File: src/common/stopwatchPkg.sv
package stopwatchPkg;

    ////////////////////////////////////////////////////////////////////////////
    // Shared constants
    ////////////////////////////////////////////////////////////////////////////

    // Highest value of a minute or second unit
    localparam logic [5:0] maxUnitValue = 6'd59;

    // Number of display digits
    localparam int digitCount = 4;

    // Hardware divider lengths, in adjclk cycles
    localparam int defaultTickDivisor    = 50_000_000;
    localparam int defaultScanDivisor    = 100_000;
    localparam int defaultDebounceCycles = 1_000_000;

    // Active-low patterns in gfedcba order, codes 10 to 15 blank
    localparam logic [6:0] segmentTable [16] = '{
        7'b1000000, 7'b1111001, 7'b0100100, 7'b0110000,
        7'b0011001, 7'b0010010, 7'b0000010, 7'b1111000,
        7'b0000000, 7'b0010000, 7'b1111111, 7'b1111111,
        7'b1111111, 7'b1111111, 7'b1111111, 7'b1111111
    };

    ////////////////////////////////////////////////////////////////////////////
    // Shared types
    ////////////////////////////////////////////////////////////////////////////

    // Stopwatch time, both units 0 to 59
    typedef struct packed {
        logic [5:0] minutes;
        logic [5:0] seconds;
    } timeValue;

    // Synchronized mode switches
    typedef struct packed {
        logic adj;
        logic sel;
    } switchState;

    // One segment pattern per digit position
    typedef struct packed {
        logic [6:0] minTens;
        logic [6:0] minOnes;
        logic [6:0] secTens;
        logic [6:0] secOnes;
    } segmentSet;

endpackage

File: src/display/digitEncoder.sv
`timescale 1ns/10ps

module digitEncoder import stopwatchPkg::*; (
    input  timeValue  currentTime,
    output segmentSet patterns
);

    // Tens digit of a 0 to 59 value
    function automatic logic [3:0] tensOf(input logic [5:0] unitValue);
        logic [5:0] quotient;
        quotient = unitValue / 6'd10;
        return quotient[3:0];
    endfunction

    // Ones digit of a 0 to 59 value
    function automatic logic [3:0] onesOf(input logic [5:0] unitValue);
        logic [5:0] remainder;
        remainder = unitValue % 6'd10;
        return remainder[3:0];
    endfunction

    ////////////////////////////////////////////////////////////////////////////
    // Digit lookup
    ////////////////////////////////////////////////////////////////////////////
    always_comb
    begin
        // Minutes on the left pair
        patterns.minTens = segmentTable[tensOf(currentTime.minutes)];
        patterns.minOnes = segmentTable[onesOf(currentTime.minutes)];
        // Seconds on the right pair
        patterns.secTens = segmentTable[tensOf(currentTime.seconds)];
        patterns.secOnes = segmentTable[onesOf(currentTime.seconds)];
    end

endmodule

File: src/display/displayScanner.sv
`timescale 1ns/10ps

module displayScanner import stopwatchPkg::*; (
    input  logic       adjclk,
    input  logic       btn0_val,
    input  logic       scanTick,
    input  segmentSet  patterns,
    output logic [3:0] anodes,
    output logic [6:0] segments
);

    // 0 secOnes, 1 secTens, 2 minOnes, 3 minTens
    logic [1:0] digitIndex;
    logic [6:0] selectedPattern;

    ////////////////////////////////////////////////////////////////////////////
    // Digit index
    ////////////////////////////////////////////////////////////////////////////
    always_ff @(posedge adjclk or posedge btn0_val)
    begin
        if (btn0_val)
        begin
            digitIndex <= 2'd0;
        end
        else if (scanTick)
        begin
            if (digitIndex == 2'(digitCount - 1))
            begin
                digitIndex <= 2'd0;
            end
            else
            begin
                digitIndex <= digitIndex + 2'd1;
            end
        end
    end

    // Pattern for the active position
    always_comb
    begin
        case (digitIndex)
            2'd0:    selectedPattern = patterns.secOnes;
            2'd1:    selectedPattern = patterns.secTens;
            2'd2:    selectedPattern = patterns.minOnes;
            default: selectedPattern = patterns.minTens;
        endcase
    end

    ////////////////////////////////////////////////////////////////////////////
    // Output registers
    ////////////////////////////////////////////////////////////////////////////
    always_ff @(posedge adjclk or posedge btn0_val)
    begin
        if (btn0_val)
        begin
            // Rightmost digit enabled, segments blank
            anodes   <= 4'b1110;
            segments <= 7'b1111111;
        end
        else
        begin
            // One anode low, common-anode display
            anodes   <= ~(4'b0001 << digitIndex);
            segments <= selectedPattern;
        end
    end

endmodule

File: src/hdl/buttonConditioner.sv
`timescale 1ns/10ps

module buttonConditioner import stopwatchPkg::*; #(
    parameter int debounceCycles = 1_000_000
) (
    input  logic       adjclk,
    input  logic       btn0_val,
    input  logic       btn1_val,
    input  logic       adj,
    input  logic       sel,
    output switchState switches,
    output logic       pauseToggle
);

    // Two-flop synchronizer, bits are {btn1_val, adj, sel}
    logic [2:0] syncFirst;
    logic [2:0] syncSecond;
    // Debounced pause level
    logic pauseLevel;
    // Cycles the synchronized button has differed from pauseLevel
    logic [$clog2(debounceCycles+1)-1:0] stableCount;
    logic pauseSync;

    assign pauseSync = syncSecond[2];

    // Mode switches only need synchronizing
    assign switches = '{adj: syncSecond[1], sel: syncSecond[0]};

    always_ff @(posedge adjclk or posedge btn0_val)
    begin
        if (btn0_val)
        begin
            syncFirst  <= '0;
            syncSecond <= '0;
        end
        else
        begin
            syncFirst  <= {btn1_val, adj, sel};
            syncSecond <= syncFirst;
        end
    end

    ////////////////////////////////////////////////////////////////////////////
    // Pause debounce
    ////////////////////////////////////////////////////////////////////////////
    always_ff @(posedge adjclk or posedge btn0_val)
    begin
        if (btn0_val)
        begin
            pauseLevel  <= 1'b0;
            stableCount <= '0;
            pauseToggle <= 1'b0;
        end
        else
        begin
            pauseToggle <= 1'b0;
            if (pauseSync == pauseLevel)
            begin
                // Bounce back to the old level restarts the wait
                stableCount <= '0;
            end
            else if (stableCount == $bits(stableCount)'(debounceCycles - 1))
            begin
                // New level held long enough, accept it
                pauseLevel  <= pauseSync;
                stableCount <= '0;
                // Only a press toggles, a release just rearms
                pauseToggle <= pauseSync;
            end
            else
            begin
                stableCount <= stableCount + 1'b1;
            end
        end
    end

endmodule

File: src/hdl/stopwatchTop.sv
`timescale 1ns/10ps

module stopwatchTop import stopwatchPkg::*; #(
    parameter int tickDivisor    = defaultTickDivisor,
    parameter int scanDivisor    = defaultScanDivisor,
    parameter int debounceCycles = defaultDebounceCycles
) (
    input  logic       adjclk,
    input  logic       btn0_val,
    input  logic       btn1_val,
    input  logic       adj,
    input  logic       sel,
    output timeValue   currentTime,
    output logic [3:0] anodes,
    output logic [6:0] segments
);

    // Strobes
    logic adjustTick;
    logic countTick;
    logic scanTick;
    logic pauseToggle;

    // Struct links
    switchState switches;
    segmentSet  patterns;

    ////////////////////////////////////////////////////////////////////////////
    // Timing and inputs
    ////////////////////////////////////////////////////////////////////////////
    tickGenerator #(
        .tickDivisor (tickDivisor),
        .scanDivisor (scanDivisor)
    ) tickGen0 (
        .adjclk     (adjclk),
        .btn0_val   (btn0_val),
        .adjustTick (adjustTick),
        .countTick  (countTick),
        .scanTick   (scanTick)
    );

    buttonConditioner #(
        .debounceCycles (debounceCycles)
    ) buttons0 (
        .adjclk      (adjclk),
        .btn0_val    (btn0_val),
        .btn1_val    (btn1_val),
        .adj         (adj),
        .sel         (sel),
        .switches    (switches),
        .pauseToggle (pauseToggle)
    );

    // Minute and second registers
    timeCounter counter0 (
        .adjclk      (adjclk),
        .btn0_val    (btn0_val),
        .countTick   (countTick),
        .adjustTick  (adjustTick),
        .pauseToggle (pauseToggle),
        .switches    (switches),
        .currentTime (currentTime)
    );

    ////////////////////////////////////////////////////////////////////////////
    // Display path
    ////////////////////////////////////////////////////////////////////////////
    digitEncoder encoder0 (
        .currentTime (currentTime),
        .patterns    (patterns)
    );

    displayScanner scanner0 (
        .adjclk   (adjclk),
        .btn0_val (btn0_val),
        .scanTick (scanTick),
        .patterns (patterns),
        .anodes   (anodes),
        .segments (segments)
    );

endmodule

File: src/hdl/tickGenerator.sv
`timescale 1ns/10ps

module tickGenerator #(
    parameter int tickDivisor = 50_000_000,
    parameter int scanDivisor = 100_000
) (
    input  logic adjclk,
    input  logic btn0_val,
    output logic adjustTick,
    output logic countTick,
    output logic scanTick
);

    // Free-running down-counters
    logic [$clog2(tickDivisor)-1:0] adjustCount;
    logic [$clog2(scanDivisor)-1:0] scanCount;
    // Alternates on each adjust strobe
    logic countPhase;

    ////////////////////////////////////////////////////////////////////////////
    // Adjust and count strobes
    ////////////////////////////////////////////////////////////////////////////
    always_ff @(posedge adjclk or posedge btn0_val)
    begin
        if (btn0_val)
        begin
            adjustCount <= $bits(adjustCount)'(tickDivisor - 1);
            countPhase  <= 1'b0;
            adjustTick  <= 1'b0;
            countTick   <= 1'b0;
        end
        else
        begin
            adjustTick <= (adjustCount == '0);
            // Every second adjust strobe is a count strobe
            countTick  <= (adjustCount == '0) && countPhase;
            if (adjustCount == '0)
            begin
                adjustCount <= $bits(adjustCount)'(tickDivisor - 1);
                countPhase  <= ~countPhase;
            end
            else
            begin
                adjustCount <= adjustCount - 1'b1;
            end
        end
    end

    ////////////////////////////////////////////////////////////////////////////
    // Display scan strobe
    ////////////////////////////////////////////////////////////////////////////
    always_ff @(posedge adjclk or posedge btn0_val)
    begin
        if (btn0_val)
        begin
            scanCount <= $bits(scanCount)'(scanDivisor - 1);
            scanTick  <= 1'b0;
        end
        else
        begin
            scanTick <= (scanCount == '0);
            if (scanCount == '0)
            begin
                scanCount <= $bits(scanCount)'(scanDivisor - 1);
            end
            else
            begin
                scanCount <= scanCount - 1'b1;
            end
        end
    end

endmodule

File: src/hdl/timeCounter.sv
`timescale 1ns/10ps

module timeCounter import stopwatchPkg::*; (
    input  logic       adjclk,
    input  logic       btn0_val,
    input  logic       countTick,
    input  logic       adjustTick,
    input  logic       pauseToggle,
    input  switchState switches,
    output timeValue   currentTime
);

    // Paused flag
    logic paused;
    // Pause state with this cycle's toggle already applied
    logic pausedNow;

    ////////////////////////////////////////////////////////////////////////////
    // Unit step, 59 wraps to 0
    ////////////////////////////////////////////////////////////////////////////
    function automatic logic [5:0] stepUnit(input logic [5:0] unitValue);
        if (unitValue >= maxUnitValue)
        begin
            return 6'd0;
        end
        return unitValue + 6'd1;
    endfunction

    // Toggle takes effect before any tick in the same cycle
    assign pausedNow = paused ^ pauseToggle;

    always_ff @(posedge adjclk or posedge btn0_val)
    begin
        if (btn0_val)
        begin
            paused      <= 1'b0;
            currentTime <= '0;
        end
        else
        begin
            paused <= pausedNow;
            if (!pausedNow)
            begin
                if (!switches.adj)
                begin
                    // Normal counting with carry into minutes
                    if (countTick)
                    begin
                        if (currentTime.seconds >= maxUnitValue)
                        begin
                            currentTime.seconds <= 6'd0;
                            currentTime.minutes <= stepUnit(currentTime.minutes);
                        end
                        else
                        begin
                            currentTime.seconds <= currentTime.seconds + 6'd1;
                        end
                    end
                end
                else if (adjustTick)
                begin
                    // Adjust one unit, no carry
                    if (switches.sel)
                    begin
                        currentTime.seconds <= stepUnit(currentTime.seconds);
                    end
                    else
                    begin
                        currentTime.minutes <= stepUnit(currentTime.minutes);
                    end
                end
            end
        end
    end

endmodule

File: config.mk
export PLATFORM = sky130hd
export DESIGN_NAME = stopwatchTop
export DESIGN_NICKNAME = d
export VERILOG_FILES = /design/src/common/stopwatchPkg.sv /design/src/display/digitEncoder.sv /design/src/display/displayScanner.sv /design/src/hdl/buttonConditioner.sv /design/src/hdl/stopwatchTop.sv /design/src/hdl/tickGenerator.sv /design/src/hdl/timeCounter.sv
export SDC_FILE = /design/constraint.sdc
export NUM_CORES = 1
export LEC_CHECK = 0
export BUFFER_PORTS_ARGS = -buffer_cell sky130_fd_sc_hd__buf_2
export CORE_MARGIN = 2
export CORE_UTILIZATION = 50
export DETAILED_ROUTE_END_ITERATION = 7
export PLACE_DENSITY = 0.7
export SLEW_MARGIN = 20
export SYNTH_ARGS = -nofsm -noshare
export SYNTH_HDL_FRONTEND = slang
export SYNTH_SLANG_ARGS = --single-unit
File: constraint.sdc
create_clock -name adjclk -period 3.2 [get_ports adjclk]
set_clock_uncertainty 0.15 [all_clocks]
set_input_delay 0.32 -clock adjclk [delete_from_list [all_inputs] [get_ports adjclk]]
set_output_delay 0.32 -clock adjclk [all_outputs]
set_load 0.005 [all_outputs]
# Yosys cells after proc, flatten, opt, wreduce, memory -nomap -nowiden
# Memories as Yosys holds them, arrays and structs flattened.
# Cells that the tools add are included.
# classes
mux	42
n_reduce_logical	9
shift	1
n_addsub	6
n_lt_le_gt_ge	6
n_div	4
eq_ne	8
bitwise	9
# ops
cell	n
$mux W7	8
$mux W6	9
$mux W20	2
$mux W12	3
$logic_not A26 Y1	1
$mux W26	1
$sub A26 B1 Y26 const B	1
$pmux W7 S3	1
$add A20 B1 Y20 const B	1
$eq A20 B20 Y1 const B	1
$ge A5 B5 Y1 const B	4
$not A4 Y5	4
$logic_not A17 Y1	1
$mux W17	1
$sub A17 B1 Y17 const B	1
$mux W1	16
$add A6 B1 Y6 const B	2
$div A6 B4 Y6 const B	2
$ge A6 B6 Y1 const B	2
$mod A6 B4 Y6 const B	2
$ne A2 B2 Y1 const B	3
$reduce_and A5 Y1	1
$eq A2 B2 Y1 const B	2
$not A4 Y4	1
other kinds (12)	15
# totals
mem_count	4
rom_bits	448
output_inout_bits	23
regBits	101
elab_cells	106
# mem_list
memory	words	width	rd	rd_ports_with_merged_regs	write_ports	line_no	text
(name not given)	16	7	1	0	0	digitEncoder.sv:32	patterns.secOnes = segmentTable[onesOf(currentTime.seconds)];
(name not given)	16	7	1	0	0	digitEncoder.sv:31	patterns.secTens = segmentTable[tensOf(currentTime.seconds)];
(name not given)	16	7	1	0	0	digitEncoder.sv:28	patterns.minTens = segmentTable[tensOf(currentTime.minutes)];
(name not given)	16	7	1	0	0	digitEncoder.sv:29	patterns.minOnes = segmentTable[onesOf(currentTime.minutes)];

# Depth between registers and ports, before layout
# Gate-level depths: netlist of run 1.
# depth
ltp_word	10
ltp_mapped	13

# Modules after synthesis
# From an unflattened synthesis of run 1, not the netlist that was laid out.
# hier_totals
cells_unflattened	700
area_unflattened_um2	6568.8
# modules_own_cells
module	seq_area_each_um2	area_per_inst_um2	n_inst	cells_per_inst
tickGenerator	1211.2	2364.8	1	232
digitEncoder	0.0	1574.0	1	229
buttonConditioner	700.7	1303.8	1	114
timeCounter	325.3	684.4	1	71
displayScanner	337.8	641.9	1	54

# Worst setup path before layout of run 1
# Ideal clock, no wire load.
# synth_timing
path_type	register to register
from	reg, netlist name counter0.currentTime[6]
to	reg scanner0.segments[0]
stages_incl_launch_ff	12
path_slack_ns	0.181
setup_ns	0.091
required_ns	2.959
t_arrival_ns	2.779
period_less_slack_ns	3.019
n_path_buf	0
cell_sequence	dfrtp_1 -> inv_1 -> ha_1 -> or4bb_1 -> a31oi_1 -> nor2_2 -> xnor2_1 -> inv_1 -> ha_1 -> mux2_1 -> o211ai_1 -> a32oi_1
# synth_between
elab_chain_len	6
# synth_rtl
item	line_no	text
$div A6 B4 Y6 or $mod A6 B4 Y6 (tied branches)	digitEncoder.sv:11, digitEncoder.sv:18	
$not A4 Y5, on equally long branches	digitEncoder.sv:28, digitEncoder.sv:29	
$mem_v2 Z16 W7, on equally long branches	n/a	
$mux W7, on equally long branches (2 in a row)	digitEncoder.sv:28, digitEncoder.sv:29	
$pmux W7 S3 *	displayScanner.sv:41	case (digitIndex)
via scanner0.selectedPattern[0]	displayScanner.sv:14	logic [6:0] selectedPattern;
to (signal assigned)	displayScanner.sv:64	segments <= selectedPattern;
to (decl)	displayScanner.sv:9	output logic [6:0] segments
# The timed path passes the listed nets; every way through them passes the cells marked *. The select of a mux whose other input is x is not followed.
# A chain may end at the register's enable or synchronous reset.

# Worst setup path after layout of run 1
# layout_timing
from	reg, netlist name counter0.currentTime[7]
to	reg scanner0.segments[4]
# layout_between
elab_chain_len	6
# layout_rtl
item	line_no
$div A6 B4 Y6 or $mod A6 B4 Y6 (tied branches)	digitEncoder.sv:11, digitEncoder.sv:18
$not A4 Y5, on equally long branches	digitEncoder.sv:28, digitEncoder.sv:29
$mem_v2 Z16 W7, on equally long branches	n/a
$mux W7, on equally long branches (2 in a row)	digitEncoder.sv:28, digitEncoder.sv:29
$pmux W7 S3 *	displayScanner.sv:41
via scanner0.selectedPattern[4]	displayScanner.sv:14
# Marked as above.

==> impl_metrics.tcl, run 1 <==
set metrics [dict create \
    yosysTopAreaCellShare_pct 27.4 \
    cts_tree "yes" \
    grt_use_met1_pct 23.9 \
    fin_nets 677 \
    drv_cap 0 \
    cts_num_sinks 101 \
    critPathRequiredTime_ns 3.32 \
    cp.arrival_ns 3.09 \
    final-setup-viol-count 0 \
    yosysWarnings 0 \
    h-tree-depth 3 \
    first_pass_iters 6 \
    cts_setup_buffers 0 \
    synth_edf_count 0 \
    clockBufferDepth 2 \
    worst_ir_drop_vdd_v 0.000387 \
    fillers 988 \
    vias_per_cell 5.50 \
    die_area_sq_um 12400 \
    finalCriticalPeriod_ns 2.96 \
    clk_pin_slew_worst_paths_ns 0.07 \
    clkLatencyLatePin_ns 0.35 \
    worstSetupPathType "register to register" \
    synth_area_leaders "dfrtp_1 27%, dfstp_2 17%, ha_1 8.0%, xnor2_1 4.1%, xor2_1 4.0%" \
    cts_buffers 9 \
    grt_use_total_pct 18.9 \
    die_h_microns 111 \
    drtAntennaViolNets 0 \
    port_buffers 27 \
    fp.coreArea_sq_um 11300 \
    antenna_found_initial 0 \
    finalSetupTns_ns 0 \
    cts_root_buffer "clkbuf_16" \
    final-hold-violation-count 0 \
    power.density_nw_per_um2 375 \
    tightest_slew_ns 0.673 \
    grt_start_max_net_pins 55 \
    final_common_cell "dfrtp_1" \
    grtUsageMet2_pct 31.7 \
    synthToLayoutAreaGrowth_pct 11.6 \
    fin_crit_sh_pct 92.6 \
    startpoint_type "register" \
    max_clock_freq_ghz 0.337 \
    grt_pass1_wl_microns 19500 \
    initial_utilization_pct 50.9 \
    rsz0062_at_grt "no" \
    rows 39 \
    top_usage_layer "met2" \
    layout_common_cells "63 x dfrtp_1, 59 x nor2_1, 57 x nand2_1" \
    crit_fanout 10 \
    grt_use_met3_pct 4.35 \
    hp-class "register to register" \
    routedWlPerCell_microns 14.4 \
    gp_congestion 0.891 \
    finalCoreUtilization_pct 56.8 \
    hold_slack_ns 0.208 \
    grt_overflow_total 0 \
    wl_microns 11200 \
    drc 0 \
    status "complete, no violations" \
    yosys.area.top_type "dfrtp_1" \
    die_w_microns 111 \
    async_reset_ff_share_pct 100 \
    antenna-diode-count 0 \
    slew_headroom_pct 54.7 \
    endpoint_kind "register" \
    ios 28 \
    seq_area_frac_synth_pct 44.7 \
    layout-drive-gt1-share_pct 17.2 \
    ys_types 67 \
    grt_pass1_vias 4282 \
    synth_ff_type "dfrtp_1" \
    synth-seq-cells 101 \
    avgSynthCellArea_sq_um 9.57 \
    dpl.hpwl_microns 7970 \
    power_w 0.00241 \
    syn_nets 644 \
    p_leak_nw 2.74 \
    vias 4306 \
    maxSlewViolCount 0 \
    drt_iter0_markers 169 \
    synth_cells 602 \
    post_synth_instance_area_sq_um 5760 \
]
==> registers in the layout, summed over array words and instances, names as in the netlist <==
register and cells:
counter0.paused 1, scanner0.anodes 4, buttons0.stableCount 20, tickGen0.countPhase 1
scanner0.digitIndex 2, buttons0.syncFirst 3, tickGen0.countTick 1, buttons0.pauseToggle 1
buttons0.pauseLevel 1, counter0.currentTime 12, buttons0.syncSecond 3, tickGen0.adjustTick 1
tickGen0.scanTick 1, tickGen0.scanCount 17, scanner0.segments 7, tickGen0.adjustCount 26
==> cells in the mapped netlist, types with 3 or more instances <==
cell / count
inv_1: 31
dfrtp_1: 63
nand3b_1: 5
o31ai_1: 7
nor4_1: 5
a32oi_1: 4
o21ai_0: 33
clkbuf_1: 18
o21ai_1: 3
nand2_1: 57
a21o_1: 3
ha_1: 37
or3_1: 14
nor2_1: 59
a211oi_1: 3
nor2b_1: 8
nand3_1: 24
nand2b_1: 9
nor3_1: 18
o22ai_1: 4
xnor2_1: 27
xor2_1: 26
a21oi_1: 23
a31oi_1: 5
buf_2: 4
and3_1: 8
dfstp_2: 38
o21a_1: 3
nor3b_1: 3
or4_1: 6
o211ai_1: 4
mux2i_1: 6
==> per-stage QoR <==
| stage | worst slack, ns | cell area (sq um) | std cells |
|---|---|---|---|
| after detailed placement | 0.273 | 6100 | 763 |
| final | 0.236 | 6430 | 783 |
| after global placement | 0.352 | 6100 | 763 |
| after global routing | 0.0529 | 6430 | 783 |
| after CTS | 0.265 | 6430 | 783 |
| after floorplan | 0.146 | 5760 | 602 |
==> area by class of cell <==
cell class                 instances  area [sq um]  share of cell area, %
multi-input combinational        446          2970                   46.1
timing repair buffer              45           293                   4.55
tap                              143           179                   2.78
sequential                       101          2570                   40.1
clock buffer                       9           225                   3.50
inverter                          32           124                   1.93
clock inverter                     7          67.6                   1.05
==> repair_timing <==
item,4_1_cts,5_1_grt
hold endpoints to repair,41,0
hold buffers,4,0
gates resized for setup,0,0
==> path summary, 6_finish.rpt <==
| kind | cells after the start | endpoint | slack (ns) | from |
|---|---|---|---|---|
| max in group asynchronous | 4 | scanner0.segments[5]$_DFF_PP1_ | 1.66 | btn0_val |
| max reg2reg | 10 | scanner0.segments[4]$_DFF_PP1_ | 0.24 | counter0.currentTime[7]$_DFFE_PP0P_ |
| min | 0 | buttons0.syncSecond[1]$_DFF_PP0_ | 0.21 | buttons0.syncFirst[1]$_DFF_PP0_ |
| max | 10 | scanner0.segments[4]$_DFF_PP1_ | 0.24 | counter0.currentTime[7]$_DFFE_PP0P_ |
| min reg2reg | 0 | buttons0.syncSecond[1]$_DFF_PP0_ | 0.21 | buttons0.syncFirst[1]$_DFF_PP0_ |
| min in group asynchronous | 3 | buttons0.syncFirst[2]$_DFF_PP0_ | 0.48 | btn0_val |
==> logic make-up after synthesis <==
family	after synthesis	share of synthesized area [%]
adders and majority gates	37	8.04
DFF	101	44.7
muxes	9	1.82
buffers and inverters	55	3.82
xor gates and xnor gates	53	8.06
AOI/OAI and AO/OA	112	12.3
and+or+nand+nor	235	21.2
==> worst max-delay path: stages (launching register included) <==
cell,delay [ns]
dfrtp_1,0.48
ha_1,0.27
or4bb_1,0.48
a31oi_1,0.24
nor2_2,0.16
xnor2_1,0.23
inv_1,0.11
ha_1,0.21
mux2i_1,0.18
o221ai_1,0.17
a31oi_1,0.21
==> report_power, final <==
group          switching [W]  internal, W  total [W]
registers         0.00000613      0.00129    0.00129
clock network       0.000510     0.000546    0.00106
logic              0.0000435    0.0000205  0.0000640
==> routing by layer <==
metal  vias up  part of all wire [%]
met2        67                    49
li1       2157                     -
met1      2062                    46
met4         0                   2.2
met3        20                   3.1
met5         -                     0
Power figures use the tool's default switching activity.
==> run 2, diff against run 1 <==
--- a/config.mk
+++ b/config.mk
@@ -6,10 +6,12 @@
 export NUM_CORES = 1
 export LEC_CHECK = 0
 export BUFFER_PORTS_ARGS = -buffer_cell sky130_fd_sc_hd__buf_2
+export CELL_PAD_IN_SITES_DETAIL_PLACEMENT = 0
+export CELL_PAD_IN_SITES_GLOBAL_PLACEMENT = 1
 export CORE_MARGIN = 2
-export CORE_UTILIZATION = 50
+export CORE_UTILIZATION = 44
 export DETAILED_ROUTE_END_ITERATION = 7
-export PLACE_DENSITY = 0.7
+export PLACE_DENSITY_LB_ADDON = 0.1
 export SLEW_MARGIN = 20
 export SYNTH_ARGS = -nofsm -noshare
 export SYNTH_HDL_FRONTEND = slang
==> impl_metrics.tcl, run 2 (same netlist as run 1, synthesis figures left out) <==
set metrics [dict create \
    fin_cells 816 \
    cts_buffers 9 \
    place_area_sq_um 6160 \
    final-setup-viol-count 0 \
    gp_congestion 0.827 \
    clk_pin_slew_worst_paths_ns 0.07 \
    slew_headroom_pct 56.4 \
    regMostFlops "tickGen0.adjustCount" \
    vias_per_cell 5.26 \
    antenna-diode-count 0 \
    cts_num_sinks 101 \
    final_cell_area_sq_um 6500 \
    drv_cap 0 \
    fin_nets 681 \
    ios 28 \
    routedWlPerCell_microns 14.0 \
    rsz0062_at_grt "no" \
    first_pass_iters 4 \
    power.density_nw_per_um2 375 \
    vias 4295 \
    cp.arrival_ns 3.09 \
    grt_pass1_wl_microns 19700 \
    cts_setup_buffers 0 \
    tightest_slew_ns 0.648 \
    fillers 1227 \
    die_h_microns 118 \
    hold_buffers 4 \
    h-tree-depth 3 \
    drc 0 \
    grt_start_max_net_pins 44 \
    synthToLayoutAreaGrowth_pct 12.9 \
    hold_slack_ns 0.201 \
    reg_top3 "tickGen0.adjustCount: 26 flops, buttons0.stableCount: 20 flops, tickGen0.scanCount: 17 flops" \
    p_leak_nw 2.76 \
    dp.cells 796 \
    power_w 0.00244 \
    fp.coreArea_sq_um 12700 \
    max_clock_freq_ghz 0.338 \
    finalSetupTns_ns 0 \
    finalCriticalPeriod_ns 2.96 \
    cts_resized 0 \
    clkLatencyLatePin_ns 0.35 \
    clockBufferDepth 2 \
    fin_crit_sh_pct 92.6 \
    dpl.hpwl_microns 8190 \
    rows 41 \
    drt_iter0_markers 264 \
    wl_microns 11400 \
    grt_pass1_vias 4236 \
    hp-class "register to register" \
    worst_ir_drop_vdd_v 0.000318 \
    antenna_found_initial 0 \
    layout-drive-gt1-share_pct 17.5 \
    crit_chain "nor2b_1 > o21bai_1 > a21oi_1 > ha_1 > inv_1 > o311ai_0 > xor2_1 > nand2_1 > o32a_1 > a32oi_1" \
    cts_tree "yes" \
    status "complete, no violations" \
    layout_common_cells "63 x dfrtp_1, 59 x nor2_1, 57 x nand2_1" \
    critPathRequiredTime_ns 3.33 \
    final-hold-violation-count 0 \
    cts_root_buffer "clkbuf_16" \
    port_buffers 27 \
    grt_use_total_pct 17.2 \
    grt_overflow_total 0 \
    worstSetupPathType "register to register" \
    crit_fanout 17 \
    maxSlewViolCount 0 \
    slowest_delay_ns 0.62 \
    drtAntennaViolNets 0 \
    startpoint_type "register" \
    die_area_sq_um 14000 \
    die_w_microns 118 \
    final_common_cell "dfrtp_1" \
    initial_utilization_pct 45.3 \
    endpoint_kind "register" \
    largest_reg_flops 26 \
    critPathSlowestCell "dfrtp_1" \
]
-- run 2: cell types whose count changed in the layout (fill, tap and decap cells not counted) --
cell and change:
clkbuf_8 +2, inv_8 -1, inv_6 -1, buf_4 +4
clkinv_2 -1, clkbuf_1 +1
-- run 2: worst max-delay path: cells and delay by family, from the launching register on --
kind / cells / cell delay, ns
simple gates: 2 / 0.43
compound gates: 5 / 0.95
buf+inv: 1 / 0.06
xor+xnor: 1 / 0.44
fa+ha+maj: 1 / 0.23
flops: 1 / 0.62
-- run 2: layout make-up --
cell class                 instances  area (sq um)  share of cell area (%)
clock buffer                      12           256                    3.95
clock inverter                     4          42.5                   0.654
inverter                          32           124                    1.91
multi-input combinational        446          2970                    45.6
sequential                       101          2570                    39.6
tap                              172           215                    3.31
timing repair buffer              49           323                    4.97
-- run 2: per-layer routing --
metal  track usage [%]  routed length [microns]  vias to the layer above
li1                  -                        -                     2164
met1              22.4                     5470                     2087
met2              28.7                     5510                       35
met3              4.20                      303                        9
met4              4.46                      126                        0
met5                 0                        0                        -
-- run 2: power by group --
part / switching, W / leakage [nW] / internal [W]
clock network: 0.000496 / 0.146 / 0.000583
logic: 0.0000436 / 1.39 / 0.0000215
registers: 0.00000589 / 1.23 / 0.00129
-- run 2: metrics by stage --
step           worst slack, ns  utilization [%]
5_1_grt                 0.0254             51.1
3_3_place_gp             0.360             48.4
3_5_place_dp             0.307             48.4
4_1_cts                  0.278             51.1
6_report                 0.238             51.1
2_1_floorplan            0.146                -
-- run 2: worst paths after layout --
path | startpoint | end | slack (ns) | depth (start not counted)
min in group asynchronous | btn0_val | buttons0.syncFirst[2]$_DFF_PP0_ | 0.42 | 3
max reg2reg | counter0.currentTime[2]$_DFFE_PP0P_ | scanner0.segments[1]$_DFF_PP1_ | 0.24 | 10
max in group asynchronous | btn0_val | tickGen0.scanCount[9]$_DFF_PP1_ | 1.77 | 4
min | buttons0.syncFirst[1]$_DFF_PP0_ | buttons0.syncSecond[1]$_DFF_PP0_ | 0.20 | 0
min reg2reg | buttons0.syncFirst[1]$_DFF_PP0_ | buttons0.syncSecond[1]$_DFF_PP0_ | 0.20 | 0
max | counter0.currentTime[2]$_DFFE_PP0P_ | scanner0.segments[1]$_DFF_PP1_ | 0.24 | 10
==> run 3, diff against run 2 <==
--- a/config.mk
+++ b/config.mk
@@ -8,7 +8,7 @@
 export BUFFER_PORTS_ARGS = -buffer_cell sky130_fd_sc_hd__buf_2
 export CELL_PAD_IN_SITES_DETAIL_PLACEMENT = 0
 export CELL_PAD_IN_SITES_GLOBAL_PLACEMENT = 1
-export CORE_MARGIN = 2
+export CORE_MARGIN = 3
 export CORE_UTILIZATION = 44
 export DETAILED_ROUTE_END_ITERATION = 7
 export PLACE_DENSITY_LB_ADDON = 0.1
==> impl_metrics.tcl, run 3 (same netlist as run 1, synthesis figures left out) <==
set metrics [dict create \
    wl_microns 11500 \
    clk_pin_slew_worst_paths_ns 0.08 \
    grt_start_max_net_pins 44 \
    grt_pass1_vias 4291 \
    status "complete, no violations" \
    die_w_microns 120 \
    multi_input_area_sq_um 2970 \
    finalCriticalPeriod_ns 2.94 \
    crit_fanout 10 \
    vias_per_cell 5.32 \
    fin_nets 683 \
    endpoint_kind "register" \
    clkLatencyLatePin_ns 0.35 \
    pwr-share-seq_pct 51.2 \
    reg_top3 "tickGen0.adjustCount: 26 flops, buttons0.stableCount: 20 flops, tickGen0.scanCount: 17 flops" \
    fillers 1211 \
    antenna-diode-count 0 \
    cts_root_buffer "clkbuf_16" \
    tightest_slew_ns 0.672 \
    antenna_found_initial 0 \
    cts_tree "yes" \
    layout-drive-gt1-share_pct 17.6 \
    ff_latch_area_sq_um 2570 \
    die_area_sq_um 14500 \
    drc 0 \
    p_leak_nw 2.77 \
    vias 4355 \
    drt_iter0_markers 353 \
    rsz0062_at_grt "no" \
    cts_num_sinks 101 \
    worstSetupPathType "register to register" \
    netSwitchingPower_w 0.000535 \
    port_buffers 27 \
    regMostFlops "tickGen0.adjustCount" \
    whs_path_depth 0 \
    combPwrFrac_pct 2.6 \
    final-hold-violation-count 0 \
    grt_overflow_total 0 \
    critPathRequiredTime_ns 3.32 \
    fp.coreArea_sq_um 12700 \
    rows 41 \
    ios 28 \
    grt_pass1_wl_microns 20300 \
    finalSetupTns_ns 0 \
    cp.arrival_ns 3.05 \
    final-setup-viol-count 0 \
    h-tree-depth 3 \
    power_frac_clock_pct 46.3 \
    internal_power_w 0.00199 \
    largest_reg_flops 26 \
    hp-class "register to register" \
    drtAntennaViolNets 0 \
    fin_crit_sh_pct 91.8 \
    dpl.hpwl_microns 8370 \
    power.density_nw_per_um2 388 \
    gp_congestion 0.839 \
    ff2ff_path_depth 10 \
    drv_cap 0 \
    maxSlewViolCount 0 \
    worst_ir_drop_vdd_v 0.000217 \
    routedWlPerCell_microns 14.1 \
    clockBufferDepth 2 \
    initial_utilization_pct 45.3 \
    die_h_microns 120 \
    cts_buffers 9 \
    grt_use_total_pct 17.1 \
    first_pass_iters 6 \
    slew_headroom_pct 55.1 \
    startpoint_type "register" \
    final_common_cell "dfrtp_1" \
    finalCoreUtilization_pct 51.3 \
    max_clock_freq_ghz 0.341 \
    sw_frac_of_total_pct 21.2 \
    synthToLayoutAreaGrowth_pct 13.2 \
    layout_common_cells "63 x dfrtp_1, 59 x nor2_1, 57 x nand2_1" \
]
==> run 3: cell count changes in the layout (fill, tap and decap cells not counted), sizes merged <==
cell and delta:
buf +2, bufinv +2, clkbuf -2, clkinv -1, clkinvlp +2, inv -1
==> run 3: path summary, 6_finish.rpt <==
kind,from,end,slack (ns)
min reg2reg,buttons0.syncFirst[0]$_DFF_PP0_,buttons0.syncSecond[0]$_DFF_PP0_,0.20
max reg2reg,counter0.currentTime[7]$_DFFE_PP0P_,scanner0.segments[0]$_DFF_PP1_,0.26
max in group asynchronous,btn0_val,tickGen0.scanCount[9]$_DFF_PP1_,1.76
min,buttons0.syncFirst[0]$_DFF_PP0_,buttons0.syncSecond[0]$_DFF_PP0_,0.20
min in group asynchronous,btn0_val,buttons0.stableCount[5]$_DFF_PP0_,0.42
max,counter0.currentTime[7]$_DFFE_PP0P_,scanner0.segments[0]$_DFF_PP1_,0.26
==> run 3: critical path, stage by stage, from the launching register on <==
cell	delay, ns
dfrtp_1	0.48
ha_1	0.27
or4bb_1	0.47
a31oi_1	0.25
nor2_2	0.15
xnor2_1	0.21
inv_1	0.11
ha_1	0.21
mux2_1	0.28
o211ai_1	0.16
a32oi_1	0.11
==> run 3: final cells by class <==
cell class              instances  area share (%)
clock buffers                  10            3.51
flip-flops and latches        101            39.5
repair buffers                 51            4.99
multi-input cells             446            45.5
clock inverters                 6            1.34
well taps                     172            3.30
inverters                      32            1.90
==> run 3: stage by stage <==
stage          total power (W)  instances  hold WS, ns  setup slack, ns  area [sq um]
3_3_place_gp           0.00138        797        0.185            0.279          6160
2_1_floorplan          0.00135        602        0.181            0.146          5760
4_1_cts                0.00257        817        0.208            0.229          6510
5_1_grt                0.00262        818        0.221          0.00354          6520
6_report               0.00253        818        0.202            0.263          6520
3_5_place_dp           0.00138        797        0.192            0.260          6160
==> run 3: metal layers <==
metal,global-route usage (%),routed length [microns],vias up
met5,0,0,-
met4,6.87,221,0
met3,3.13,309,17
met2,26.4,5330,56
met1,23.8,5650,2110
li1,-,-,2172
==> run 3: power groups by stage <==
stage	Clock, W	Combinational, W	Sequential, W
2_1_floorplan	0	0.0000359	0.00132
3_3_place_gp	0	0.0000628	0.00132
3_5_place_dp	0	0.0000640	0.00132
4_1_cts	0.00121	0.0000680	0.00129
5_1_grt	0.00125	0.0000754	0.00129
6_report	0.00117	0.0000651	0.00129
==> run 3: timing repair <==
| action | 4_1_cts | 5_1_grt |
|---|---|---|
| buffers inserted | 0 | 1 |
| gates resized for setup | 0 | 0 |
| endpoints found under the setup margin | 0 | 5 |
| hold endpoints to repair | 30 | 0 |
| hold buffers | 4 | 0 |
